<file path="src/source/backend_pkg.sv">
`default_nettype none

package backend_pkg;

    localparam int xlen         = 16;
    localparam int reg_addr_len = 3;
    localparam int rob_size     = 8;
    localparam int rob_tag_len  = 3;
    localparam int mul_depth    = 3;

    // op_beq is predicted not taken
    typedef enum logic [2:0] {
        op_add,
        op_sub,
        op_xor,
        op_mul,
        op_beq
    } op_t;

    typedef struct packed {
        logic                    valid;
        logic                    ready;      // Result written back
        logic                    mispredict;
        logic [reg_addr_len-1:0] wb_reg;
        logic [xlen-1:0]         wb_data;
    } rob_entry_t;

    typedef struct packed {
        logic [rob_tag_len-1:0] tag;
        logic [xlen-1:0]        data;
        logic                   mispredict;
    } alu_result_t;

    typedef struct packed {
        logic [rob_tag_len-1:0] tag;
        logic [xlen-1:0]        data;       // Low half of the product
    } mul_result_t;

endpackage

`default_nettype wire

</file>
<file path="src/source/alu_unit.sv">
`timescale 1ns/1ps
`default_nettype none

module alu_unit
    import backend_pkg::*;
(
    input  logic                   clk,
    input  logic                   rst,
    input  logic                   flush,
    input  logic                   alu_issue,
    input  op_t                    issue_op,
    input  logic [rob_tag_len-1:0] issue_tag,
    input  logic [xlen-1:0]        issue_a,
    input  logic [xlen-1:0]        issue_b,
    output logic                   alu_done,
    output alu_result_t            alu_result
);

    alu_result_t result;

    always_comb begin
        result.tag        = issue_tag;
        result.data       = '0;
        result.mispredict = 1'b0;
        case (issue_op)
            op_add: result.data = issue_a + issue_b;
            op_sub: result.data = issue_a - issue_b;
            op_xor: result.data = issue_a ^ issue_b;
            op_beq: begin
                result.data       = issue_a - issue_b;
                result.mispredict = (issue_a == issue_b);  // Predicted not taken
            end
            default: result.data = '0;
        endcase
    end

    fu_pipe #(
        .depth     (1),
        .payload_t (alu_result_t)
    ) alu_pipe_i (
        .clk         (clk),
        .rst         (rst),
        .flush       (flush),
        .in_valid    (alu_issue),
        .in_payload  (result),
        .out_valid   (alu_done),
        .out_payload (alu_result)
    );

endmodule

`default_nettype wire

</file>
<file path="src/source/arch_regfile.sv">
`timescale 1ns/1ps
`default_nettype none

module arch_regfile
    import backend_pkg::*;
(
    input  logic                    clk,
    input  logic                    rst,
    input  logic                    retire_valid,
    input  logic [reg_addr_len-1:0] retire_reg,
    input  logic [xlen-1:0]         retire_data,
    input  logic [reg_addr_len-1:0] rd_addr,
    output logic [xlen-1:0]         rd_data
);

    logic [xlen-1:0] regs [2**reg_addr_len];

    always_ff @(posedge clk) begin
        if (rst) begin
            for (int i = 0; i < 2**reg_addr_len; i++) begin
                regs[i] <= '0;
            end
        end else if (retire_valid && retire_reg != '0) begin  // r0 stays zero
            regs[retire_reg] <= retire_data;
        end
    end

    assign rd_data = regs[rd_addr];

endmodule

`default_nettype wire

</file>
<file path="src/source/fu_pipe.sv">
`timescale 1ns/1ps
`default_nettype none

module fu_pipe #(
    parameter int  depth     = 1,
    parameter type payload_t = logic
) (
    input  logic     clk,
    input  logic     rst,
    input  logic     flush,
    input  logic     in_valid,
    input  payload_t in_payload,
    output logic     out_valid,
    output payload_t out_payload
);

    logic     valid_q   [depth];
    payload_t payload_q [depth];

    always_ff @(posedge clk) begin
        if (rst || flush) begin
            for (int i = 0; i < depth; i++) begin
                valid_q[i] <= 1'b0;
            end
        end else begin
            valid_q[0] <= in_valid;
            for (int i = 1; i < depth; i++) begin
                valid_q[i] <= valid_q[i-1];
            end
        end
    end

    // Payload only matters where the valid bit is set
    always_ff @(posedge clk) begin
        payload_q[0] <= in_payload;
        for (int i = 1; i < depth; i++) begin
            payload_q[i] <= payload_q[i-1];
        end
    end

    assign out_valid   = valid_q[depth-1];
    assign out_payload = payload_q[depth-1];

endmodule

`default_nettype wire

</file>
<file path="src/source/issue_control.sv">
`timescale 1ns/1ps
`default_nettype none

module issue_control
    import backend_pkg::*;
(
    input  logic                    clk,
    input  logic                    rst,
    input  logic                    instr_valid,
    input  op_t                     instr_op,
    input  logic [xlen-1:0]         instr_a,
    input  logic [xlen-1:0]         instr_b,
    input  logic [reg_addr_len-1:0] instr_dest,
    input  logic                    rob_full_next,
    input  logic                    flush,
    input  logic [rob_tag_len-1:0]  alloc_tag,
    output logic                    stall,
    output logic                    dispatch,
    output logic [reg_addr_len-1:0] dispatch_reg,
    output logic                    alu_issue,
    output logic                    mul_issue,
    output op_t                     issue_op,
    output logic [rob_tag_len-1:0]  issue_tag,
    output logic [xlen-1:0]         issue_a,
    output logic [xlen-1:0]         issue_b
);

    logic is_mul;
    logic is_branch;

    assign is_mul    = (instr_op == op_mul);
    assign is_branch = (instr_op == op_beq);

    // Instructions offered during a flush are dropped
    assign dispatch     = instr_valid && !stall && !flush;
    assign dispatch_reg = is_branch ? '0 : instr_dest;  // Branches write r0

    assign alu_issue = dispatch && !is_mul;
    assign mul_issue = dispatch && is_mul;

    assign issue_op  = instr_op;
    assign issue_tag = alloc_tag;
    assign issue_a   = instr_a;
    assign issue_b   = instr_b;

    // Registered full flag keeps the dispatch path free of loops
    always_ff @(posedge clk) begin
        if (rst || flush) begin
            stall <= 1'b0;
        end else begin
            stall <= rob_full_next;
        end
    end

endmodule

`default_nettype wire

</file>
<file path="src/source/mul_unit.sv">
`timescale 1ns/1ps
`default_nettype none

module mul_unit
    import backend_pkg::*;
(
    input  logic                   clk,
    input  logic                   rst,
    input  logic                   flush,
    input  logic                   mul_issue,
    input  logic [rob_tag_len-1:0] issue_tag,
    input  logic [xlen-1:0]        issue_a,
    input  logic [xlen-1:0]        issue_b,
    output logic                   mul_done,
    output mul_result_t            mul_result
);

    logic [xlen-1:0] product;
    mul_result_t     result;

    assign product = issue_a * issue_b;  // Truncated to xlen

    always_comb begin
        result.tag  = issue_tag;
        result.data = product;
    end

    // First stage captures the product, the rest only delay it
    fu_pipe #(
        .depth     (mul_depth),
        .payload_t (mul_result_t)
    ) mul_pipe_i (
        .clk         (clk),
        .rst         (rst),
        .flush       (flush),
        .in_valid    (mul_issue),
        .in_payload  (result),
        .out_valid   (mul_done),
        .out_payload (mul_result)
    );

endmodule

`default_nettype wire

</file>
<file path="src/source/ooo_backend.sv">
`timescale 1ns/1ps
`default_nettype none

module ooo_backend
    import backend_pkg::*;
(
    input  logic                    clk,
    input  logic                    rst,
    input  logic                    instr_valid,
    input  op_t                     instr_op,
    input  logic [reg_addr_len-1:0] instr_dest,
    input  logic [xlen-1:0]         instr_a,
    input  logic [xlen-1:0]         instr_b,
    input  logic [reg_addr_len-1:0] rd_addr,
    output logic                    stall,
    output logic                    retire_valid,
    output logic [reg_addr_len-1:0] retire_reg,
    output logic [xlen-1:0]         retire_data,
    output logic                    flush,
    output logic [xlen-1:0]         rd_data
);

    logic                    dispatch;
    logic [reg_addr_len-1:0] dispatch_reg;
    logic [rob_tag_len-1:0]  alloc_tag;
    logic                    rob_full_next;
    logic                    alu_issue;
    logic                    mul_issue;
    op_t                     issue_op;
    logic [rob_tag_len-1:0]  issue_tag;
    logic [xlen-1:0]         issue_a;
    logic [xlen-1:0]         issue_b;
    logic                    alu_done;
    alu_result_t             alu_result;
    logic                    mul_done;
    mul_result_t             mul_result;

    issue_control issue_control_i (
        .clk           (clk),
        .rst           (rst),
        .instr_valid   (instr_valid),
        .instr_op      (instr_op),
        .instr_a       (instr_a),
        .instr_b       (instr_b),
        .instr_dest    (instr_dest),
        .rob_full_next (rob_full_next),
        .flush         (flush),
        .alloc_tag     (alloc_tag),
        .stall         (stall),
        .dispatch      (dispatch),
        .dispatch_reg  (dispatch_reg),
        .alu_issue     (alu_issue),
        .mul_issue     (mul_issue),
        .issue_op      (issue_op),
        .issue_tag     (issue_tag),
        .issue_a       (issue_a),
        .issue_b       (issue_b)
    );

    reorder_buffer reorder_buffer_i (
        .clk           (clk),
        .rst           (rst),
        .dispatch      (dispatch),
        .dispatch_reg  (dispatch_reg),
        .alu_done      (alu_done),
        .alu_result    (alu_result),
        .mul_done      (mul_done),
        .mul_result    (mul_result),
        .alloc_tag     (alloc_tag),
        .rob_full_next (rob_full_next),
        .retire_valid  (retire_valid),
        .retire_reg    (retire_reg),
        .retire_data   (retire_data),
        .flush         (flush)
    );

    alu_unit alu_unit_i (
        .clk        (clk),
        .rst        (rst),
        .flush      (flush),
        .alu_issue  (alu_issue),
        .issue_op   (issue_op),
        .issue_tag  (issue_tag),
        .issue_a    (issue_a),
        .issue_b    (issue_b),
        .alu_done   (alu_done),
        .alu_result (alu_result)
    );

    mul_unit mul_unit_i (
        .clk        (clk),
        .rst        (rst),
        .flush      (flush),
        .mul_issue  (mul_issue),
        .issue_tag  (issue_tag),
        .issue_a    (issue_a),
        .issue_b    (issue_b),
        .mul_done   (mul_done),
        .mul_result (mul_result)
    );

    arch_regfile arch_regfile_i (
        .clk          (clk),
        .rst          (rst),
        .retire_valid (retire_valid),
        .retire_reg   (retire_reg),
        .retire_data  (retire_data),
        .rd_addr      (rd_addr),
        .rd_data      (rd_data)
    );

endmodule

`default_nettype wire

</file>
<file path="src/source/reorder_buffer.sv">
`timescale 1ns/1ps
`default_nettype none

module reorder_buffer
    import backend_pkg::*;
(
    input  logic                    clk,
    input  logic                    rst,
    input  logic                    dispatch,
    input  logic [reg_addr_len-1:0] dispatch_reg,
    input  logic                    alu_done,
    input  alu_result_t             alu_result,
    input  logic                    mul_done,
    input  mul_result_t             mul_result,
    output logic [rob_tag_len-1:0]  alloc_tag,
    output logic                    rob_full_next,
    output logic                    retire_valid,
    output logic [reg_addr_len-1:0] retire_reg,
    output logic [xlen-1:0]         retire_data,
    output logic                    flush
);

    rob_entry_t rob      [rob_size];
    rob_entry_t rob_next [rob_size];

    logic [rob_tag_len-1:0] head;
    logic [rob_tag_len-1:0] head_next;
    logic [rob_tag_len-1:0] tail;
    logic [rob_tag_len-1:0] tail_next;
    logic [rob_tag_len:0]   count;
    logic [rob_tag_len:0]   count_next;

    always_comb begin
        rob_next     = rob;
        head_next    = head;
        tail_next    = tail;
        retire_valid = 1'b0;
        retire_reg   = '0;
        retire_data  = '0;
        flush        = 1'b0;

        if (dispatch) begin
            rob_next[tail].valid      = 1'b1;
            rob_next[tail].ready      = 1'b0;
            rob_next[tail].mispredict = 1'b0;
            rob_next[tail].wb_reg     = dispatch_reg;
            rob_next[tail].wb_data    = '0;
            tail_next                 = tail + 1'b1;  // Wraps at rob_size
        end

        if (alu_done) begin
            rob_next[alu_result.tag].wb_data    = alu_result.data;
            rob_next[alu_result.tag].mispredict = alu_result.mispredict;
            rob_next[alu_result.tag].ready      = 1'b1;
        end

        if (mul_done) begin
            rob_next[mul_result.tag].wb_data    = mul_result.data;
            rob_next[mul_result.tag].mispredict = 1'b0;
            rob_next[mul_result.tag].ready      = 1'b1;
        end

        // Retire the oldest entry once its result is in
        if (rob[head].valid && rob[head].ready) begin
            retire_valid         = 1'b1;
            retire_reg           = rob[head].wb_reg;
            retire_data          = rob[head].wb_data;
            flush                = rob[head].mispredict;
            rob_next[head].valid = 1'b0;
            head_next            = head + 1'b1;
        end
    end

    always_comb begin
        count_next = count + {{rob_tag_len{1'b0}}, dispatch}
                           - {{rob_tag_len{1'b0}}, retire_valid};
    end

    assign alloc_tag     = tail;
    assign rob_full_next = !flush && (count_next == (rob_tag_len+1)'(rob_size));

    always_ff @(posedge clk) begin
        if (rst || flush) begin
            head  <= '0;
            tail  <= '0;
            count <= '0;
            for (int i = 0; i < rob_size; i++) begin
                rob[i].valid <= 1'b0;
                rob[i].ready <= 1'b0;
            end
        end else begin
            rob   <= rob_next;
            head  <= head_next;
            tail  <= tail_next;
            count <= count_next;
        end
    end

    // Units only complete work that is still in flight
    alu_done_valid_entry: assert property (@(posedge clk) disable iff (rst)
        alu_done |-> rob[alu_result.tag].valid)
        else $error("ALU completion to invalid tag %0d", alu_result.tag);

    mul_done_valid_entry: assert property (@(posedge clk) disable iff (rst)
        mul_done |-> rob[mul_result.tag].valid)
        else $error("MUL completion to invalid tag %0d", mul_result.tag);

    no_dispatch_when_full: assert property (@(posedge clk) disable iff (rst)
        dispatch |-> count != (rob_tag_len+1)'(rob_size))
        else $error("Dispatch into a full buffer");

endmodule

`default_nettype wire

</file>
<file path="config.mk">
export PLATFORM = sky130hd
export DESIGN_NAME = ooo_backend
export DESIGN_NICKNAME = d
export VERILOG_FILES = /design/src/source/backend_pkg.sv /design/src/source/alu_unit.sv /design/src/source/arch_regfile.sv /design/src/source/fu_pipe.sv /design/src/source/issue_control.sv /design/src/source/mul_unit.sv /design/src/source/ooo_backend.sv /design/src/source/reorder_buffer.sv
export SDC_FILE = /design/constraint.sdc
export NUM_CORES = 1
export LEC_CHECK = 0
export BUFFER_PORTS_ARGS = -buffer_cell sky130_fd_sc_hd__buf_2
export CORE_UTILIZATION = 60
export DETAILED_ROUTE_END_ITERATION = 10
export PLACE_DENSITY_LB_ADDON = 0.12
export SLEW_MARGIN = 10
export SYNTH_ARGS = -nofsm -noshare
export SYNTH_HDL_FRONTEND = slang
export SYNTH_SLANG_ARGS = --single-unit
</file>
<file path="constraint.sdc">
create_clock -name clk -period 6.9 [get_ports clk]
set_input_delay 1.38 -clock clk [delete_from_list [all_inputs] [get_ports clk]]
set_output_delay 1.38 -clock clk [all_outputs]
set_load 0.05 [all_outputs]
</file>
# Word-level counts from Yosys, hierarchy flattened

Memories as Yosys holds them, arrays and structs flattened.
Cells that the tools add are included.
Widths: inputs -> output; s select.

Input port bits: 44
Memories: 5
Logic and storage cells: 164
Output and inout port bits: 38
RAM bits: 209
Flip-flop bits (word level): 187

Memory list:

| memory                          | words | width | rd ports | clocked after Yosys merged registers in | wr ports | RTL line           | source |
|---|---|---|---|---|---|---|---|
| arch_regfile_i.regs             | 8     | 16    | 1        | 0                                       | 8        | arch_regfile.sv:16 | `logic [xlen-1:0] regs [2**reg_addr_len];` |
| mul_unit_i.mul_pipe_i.payload_q | 3     | 19    | 3        | 0                                       | 3        | fu_pipe.sv:18      | `payload_t payload_q [depth];` |
| alu_unit_i.alu_pipe_i.payload_q | 1     | 20    | 1        | 0                                       | 1        | fu_pipe.sv:18      |  |
| mul_unit_i.mul_pipe_i.valid_q   | 3     | 1     | 3        | 0                                       | 3        | fu_pipe.sv:17      | `logic valid_q [depth];` |
| alu_unit_i.alu_pipe_i.valid_q   | 1     | 1     | 1        | 0                                       | 1        | fu_pipe.sv:17      |  |

Bitwise gates (word level): 8
Reduce and logical (&&, ||, !) cells: 20
Equal/unequal tests: 6
Multiply operators: 1
Add/subtract/negate cells: 6
Magnitude comparators: 8
Multiplexer cells: 66

Operator list:

| operator            | count |
|---|---|
| $bwmux 176          | 12 |
| $demux 22 s3        | 12 |
| $mux 176            | 4 |
| $mux 22             | 4 |
| $mux 16             | 5 |
| $bmux 22 s3         | 1 |
| $mux 21             | 3 |
| $mux 20             | 3 |
| $pmux 16 s3         | 1 |
| $mux 19             | 1 |
| $mux 1              | 17 |
| $add 16x16->16      | 1 |
| $eq 16x16->1        | 1 |
| $ge 4x4->1 const B  | 4 |
| $lt 4x1->1 const B  | 4 |
| $mul 16x16->16      | 1 |
| $not 3->4           | 4 |
| $reduce_or 16->1    | 1 |
| $sub 16x16->16      | 1 |
| $xor 16x16->16      | 1 |
| $logic_and 1x1->1   | 11 |
| $mux 3              | 3 |
| $add 3x1->3 const B | 2 |
| $eq 3x2->1 const B  | 2 |
| 12 further kinds    | 16 |

# Logic depth before layout (Yosys ltp)

Depth in word-level cells: 21
Depth in mapped cells: 19

# Hierarchy

A second synthesis with hierarchy kept.

Cells, all modules: 2210
Area, all modules: 23984.3 um2

By module, submodules not included:

| module                           | instances | cells an instance | seq. area each (um2) | area an instance (um2) |
|---|---|---|---|---|
| reorder_buffer                   | 1         | 955               | 5325.1               | 10226.1 |
| arch_regfile                     | 1         | 354               | 3843.7               | 5739.3 |
| mul_unit                         | 1         | 471               | 0.0                  | 3962.6 |
| alu_unit                         | 1         | 278               | 0.0                  | 1875.5 |
| fu_pipe at mul_unit_i.mul_pipe_i | 1         | 82                | 1201.2               | 1366.3 |
| fu_pipe at alu_unit_i.alu_pipe_i | 1         | 22                | 420.4                | 432.9 |
| issue_control                    | 1         | 48                | 20.0                 | 381.6 |

# Least setup slack after synthesis

Ideal clock, no wire load.

Path type: input -> register
Start: in instr_b[1]
End: mem mul_unit_i.mul_pipe_i.payload_q[0][12] (netlist bit)
Path buffers: 1
Arrival time: 5.975 ns
Stages on the path: 17
Setup slack: 0.853 ns
Cell sequence: clkbuf_1 nand2_1 fa_1 fa_1 fa_1 fa_1 inv_1 fa_1 inv_1 fa_1 inv_1 ha_1 and2_1 a31o_2 a41oi_1 nor2b_1 xnor2_1

RTL lines:

| what               | RTL line          | source |
|---|---|---|
| start: declaration | ooo_backend.sv:13 | `input logic [xlen-1:0] instr_b,` |
| end: declaration   | fu_pipe.sv:18     |  |

==> metrics <==
die area=0.0393 sq mm; ant diodes=0; CP arrival=6210 ps; Nets=2467; area delta synth->final=8.83%; VDD IR max=0.240 mV; max_slew headroom=0.160; syn avg cell area=10.2 sq um; CTS tree=done; Initial Utilization=0.612; Slew Viols, Final=0; clock sink count=393; most frequent CP cell=fa_1; number of detailed-route iterations in the first pass=6; layout cells sized above 1=0.128; leading area contributor after synthesis=edfxtp_1; WS Path Type=in -> reg; crit share post-route=0.833; Overflow after GRT=0; drt total wl=64.7 mm; setup violators final=0; XOR/XNOR share of the synthesized area=0.0231; hold_ws=308 ps; CP max-delay cell=fa_1; routed len/inst=23.1 um; Num CTS Buffers=41; complex-gate fraction of the synthesized area=0.0844; Synth Area in Adders=0.119; Routed Antenna Nets=0; Top FF cell, synth=edfxtp_1; Seq/Total Area, Yosys=0.465; post-synthesis mux area share=0.0813; Post-Syn Instances=2259; Synth warnings=0; # Post-CTS Setup Buffers=0; CP Cell Sequence=buf_2 -> nand2_1 -> fa_1 -> fa_1 -> fa_1 -> fa_1 -> inv_1 -> fa_1 -> inv_1 -> fa_1 -> inv_1 -> ha_1 -> and2_1 -> a31o_2 -> a41oi_1 -> nor2b_1 -> xnor2_1; Worst path max stage delay=570 ps; RSZ-0062 raised after global routing=no; max_cap viols=0; core box area=0.0378 sq mm; Synth top area share=0.374; worst clock skew=30.5 ps; post_cts resized=0; Tightest Hold Check Type=reg -> reg; synthesized area=0.0231 sq mm; Worst-Skew Late Latency=560 ps; vias in the first global route=17334; Distinct cells, synth=70; most frequent cells in the layout=nor2_1, nand2_1, edfxtp_1; die width=198 um; Period minus WS final=5750 ps; PD cells=315 mW/mm^2; flops & latches, synth=393; Clock Tree Buf Depth=3; # hold bufs at CTS=0; startpoint types=input pin; Critical Path RT=7360 ps; largest net degree at the start of global routing=90; Leak=0.0101 uW; ys async rst share=0; most common cell after layout, fill and taps aside=nor2_1; GPL Wtd Cong=0.917; Port Buffers=81; Filler Cells Inserted=2913; Synth Area in Simple Gates=0.167; critical path endpoint category=flip-flop; CP Buf/Inv Count=4; ranking of synthesized cells by area=edfxtp_1, dfxtp_1, fa_1; final hold violation count=0; outcome=finished, final reports clean; largest family of logic cells by synthesized area=simple AND/OR/NAND/NOR gates; # rows=71; DRC=0; Starting DRT DRC Count=2208; Reg clk slew, reported paths=60 ps; CP max FO=16; Total GRT Usage=0.334; Worst-Margin Slew=1260 ps; post-DP HPWL=42.2 mm; routed via count=17552; initial antenna violation count=2; Post-synth EDFFs=288; num ports=82; maximum clock frequency=0.174 GHz; first-pass GRT wire length=98.9 mm; TNS Setup=0 ps; cell chosen for the clock root=clkbuf_16; Vias/cell=6.28; final core utilization=0.666; CP delay by family, top=adder cells; htree depth=2; Die Y=198 um
==> stage by stage <==
step / cells / worst slack, ps / total power [uW] / area (sq um)
2_1_floorplan: 2274 / 853 / 5060 / 23200
3_3_place_gp: 2722 / 665 / 5600 / 23800
3_5_place_dp: 2722 / 597 / 5680 / 23800
4_1_cts: 2797 / 1160 / 7930 / 25200
5_1_grt: 2797 / 963 / 8330 / 25200
6_report: 2797 / 1150 / 7930 / 25200
==> cells in the mapped netlist, types with 43 or more instances <==
| cell | number |
|---|---|
| nor2_1 | 306 |
| edfxtp_1 | 288 |
| nand2_1 | 288 |
| inv_1 | 176 |
| nand3_1 | 150 |
| a31oi_1 | 108 |
| dfxtp_1 | 105 |
| clkbuf_1 | 104 |
| a21oi_1 | 102 |
| ha_1 | 87 |
| fa_1 | 82 |
| mux4_2 | 72 |
| and2_1 | 63 |
| xnor2_1 | 43 |
==> kinds of logic (layout without fill, tap and decap cells) <==
| family | count (synthesis) | after routing |
|---|---|---|
| simple gates | 882 | 882 |
| fa+ha+maj | 170 | 170 |
| mux | 95 | 95 |
| xor+xnor | 61 | 61 |
| flops | 393 | 393 |
| buf+inv | 352 | 364 |
| compound gates | 305 | 305 |
| other cells | 1 | 16 |
==> state kept, by name, summed over array words and instances, names as in the netlist, named ones only <==
name                             count
alu_unit_i.alu_pipe_i.payload_q     19
alu_unit_i.alu_pipe_i.valid_q        1
arch_regfile_i.regs                128
issue_control_i.stall                1
mul_unit_i.mul_pipe_i.payload_q     55
mul_unit_i.mul_pipe_i.valid_q        3
reorder_buffer_i.alloc_tag           3
reorder_buffer_i.count               4
reorder_buffer_i.head                3
reorder_buffer_i.rob               152
==> per-layer routing <==
layer  GRT usage  wire [um]
met1       0.436      24900
met2       0.555      31000
met3      0.0538       6190
met4       0.136       2650
met5           0          0
==> worst reg2reg max path: cells and delay by family, from the launching register on <==
| kind | cells | cell delay [ps] |
|---|---|---|
| buffers and inverters | 4 | 1500 |
| flip-flops | 1 | 300 |
| multiplexers | 2 | 780 |
| AND/OR/NAND/NOR | 3 | 1070 |
| AO/OA/AOI/OAI | 1 | 250 |
==> report_power, final <==
part           leakage, uW  internal [uW]  switching, uW
Combinational      0.00566           1060           1380
Clock             0.000676           1330            951
Sequential         0.00375           2910            292
Total               0.0101           5300           2620
==> worst paths after layout <==
| kind | start | end | slack (ps) | cells after the start |
|---|---|---|---|---|
| worst max-delay path | instr_b[1] | mul_unit_i.mul_pipe_i.payload_q[0][12] | 1150 | 17 |
| worst min-delay path | mul_unit_i.mul_pipe_i.payload_q[0][27] | mul_unit_i.mul_pipe_i.payload_q[0][46] | 310 | 0 |
| worst max register to register | reorder_buffer_i.head[1] | arch_regfile_i.regs[6][8] | 2600 | 10 |
| worst min register to register | mul_unit_i.mul_pipe_i.payload_q[0][27] | mul_unit_i.mul_pipe_i.payload_q[0][46] | 310 | 0 |
==> area by class of cell <==
type | count | area, sq um | share of cell area
multi-input cells | 1529 | 11100 | 0.440
flip-flops and latches | 393 | 10800 | 0.427
clock buffers | 53 | 1180 | 0.0468
inverters | 179 | 674 | 0.0268
well taps | 511 | 639 | 0.0254
repair buffers | 110 | 636 | 0.0253
clock inverters | 22 | 205 | 0.00816
Note: power is estimated with default switching activity, not from simulation.
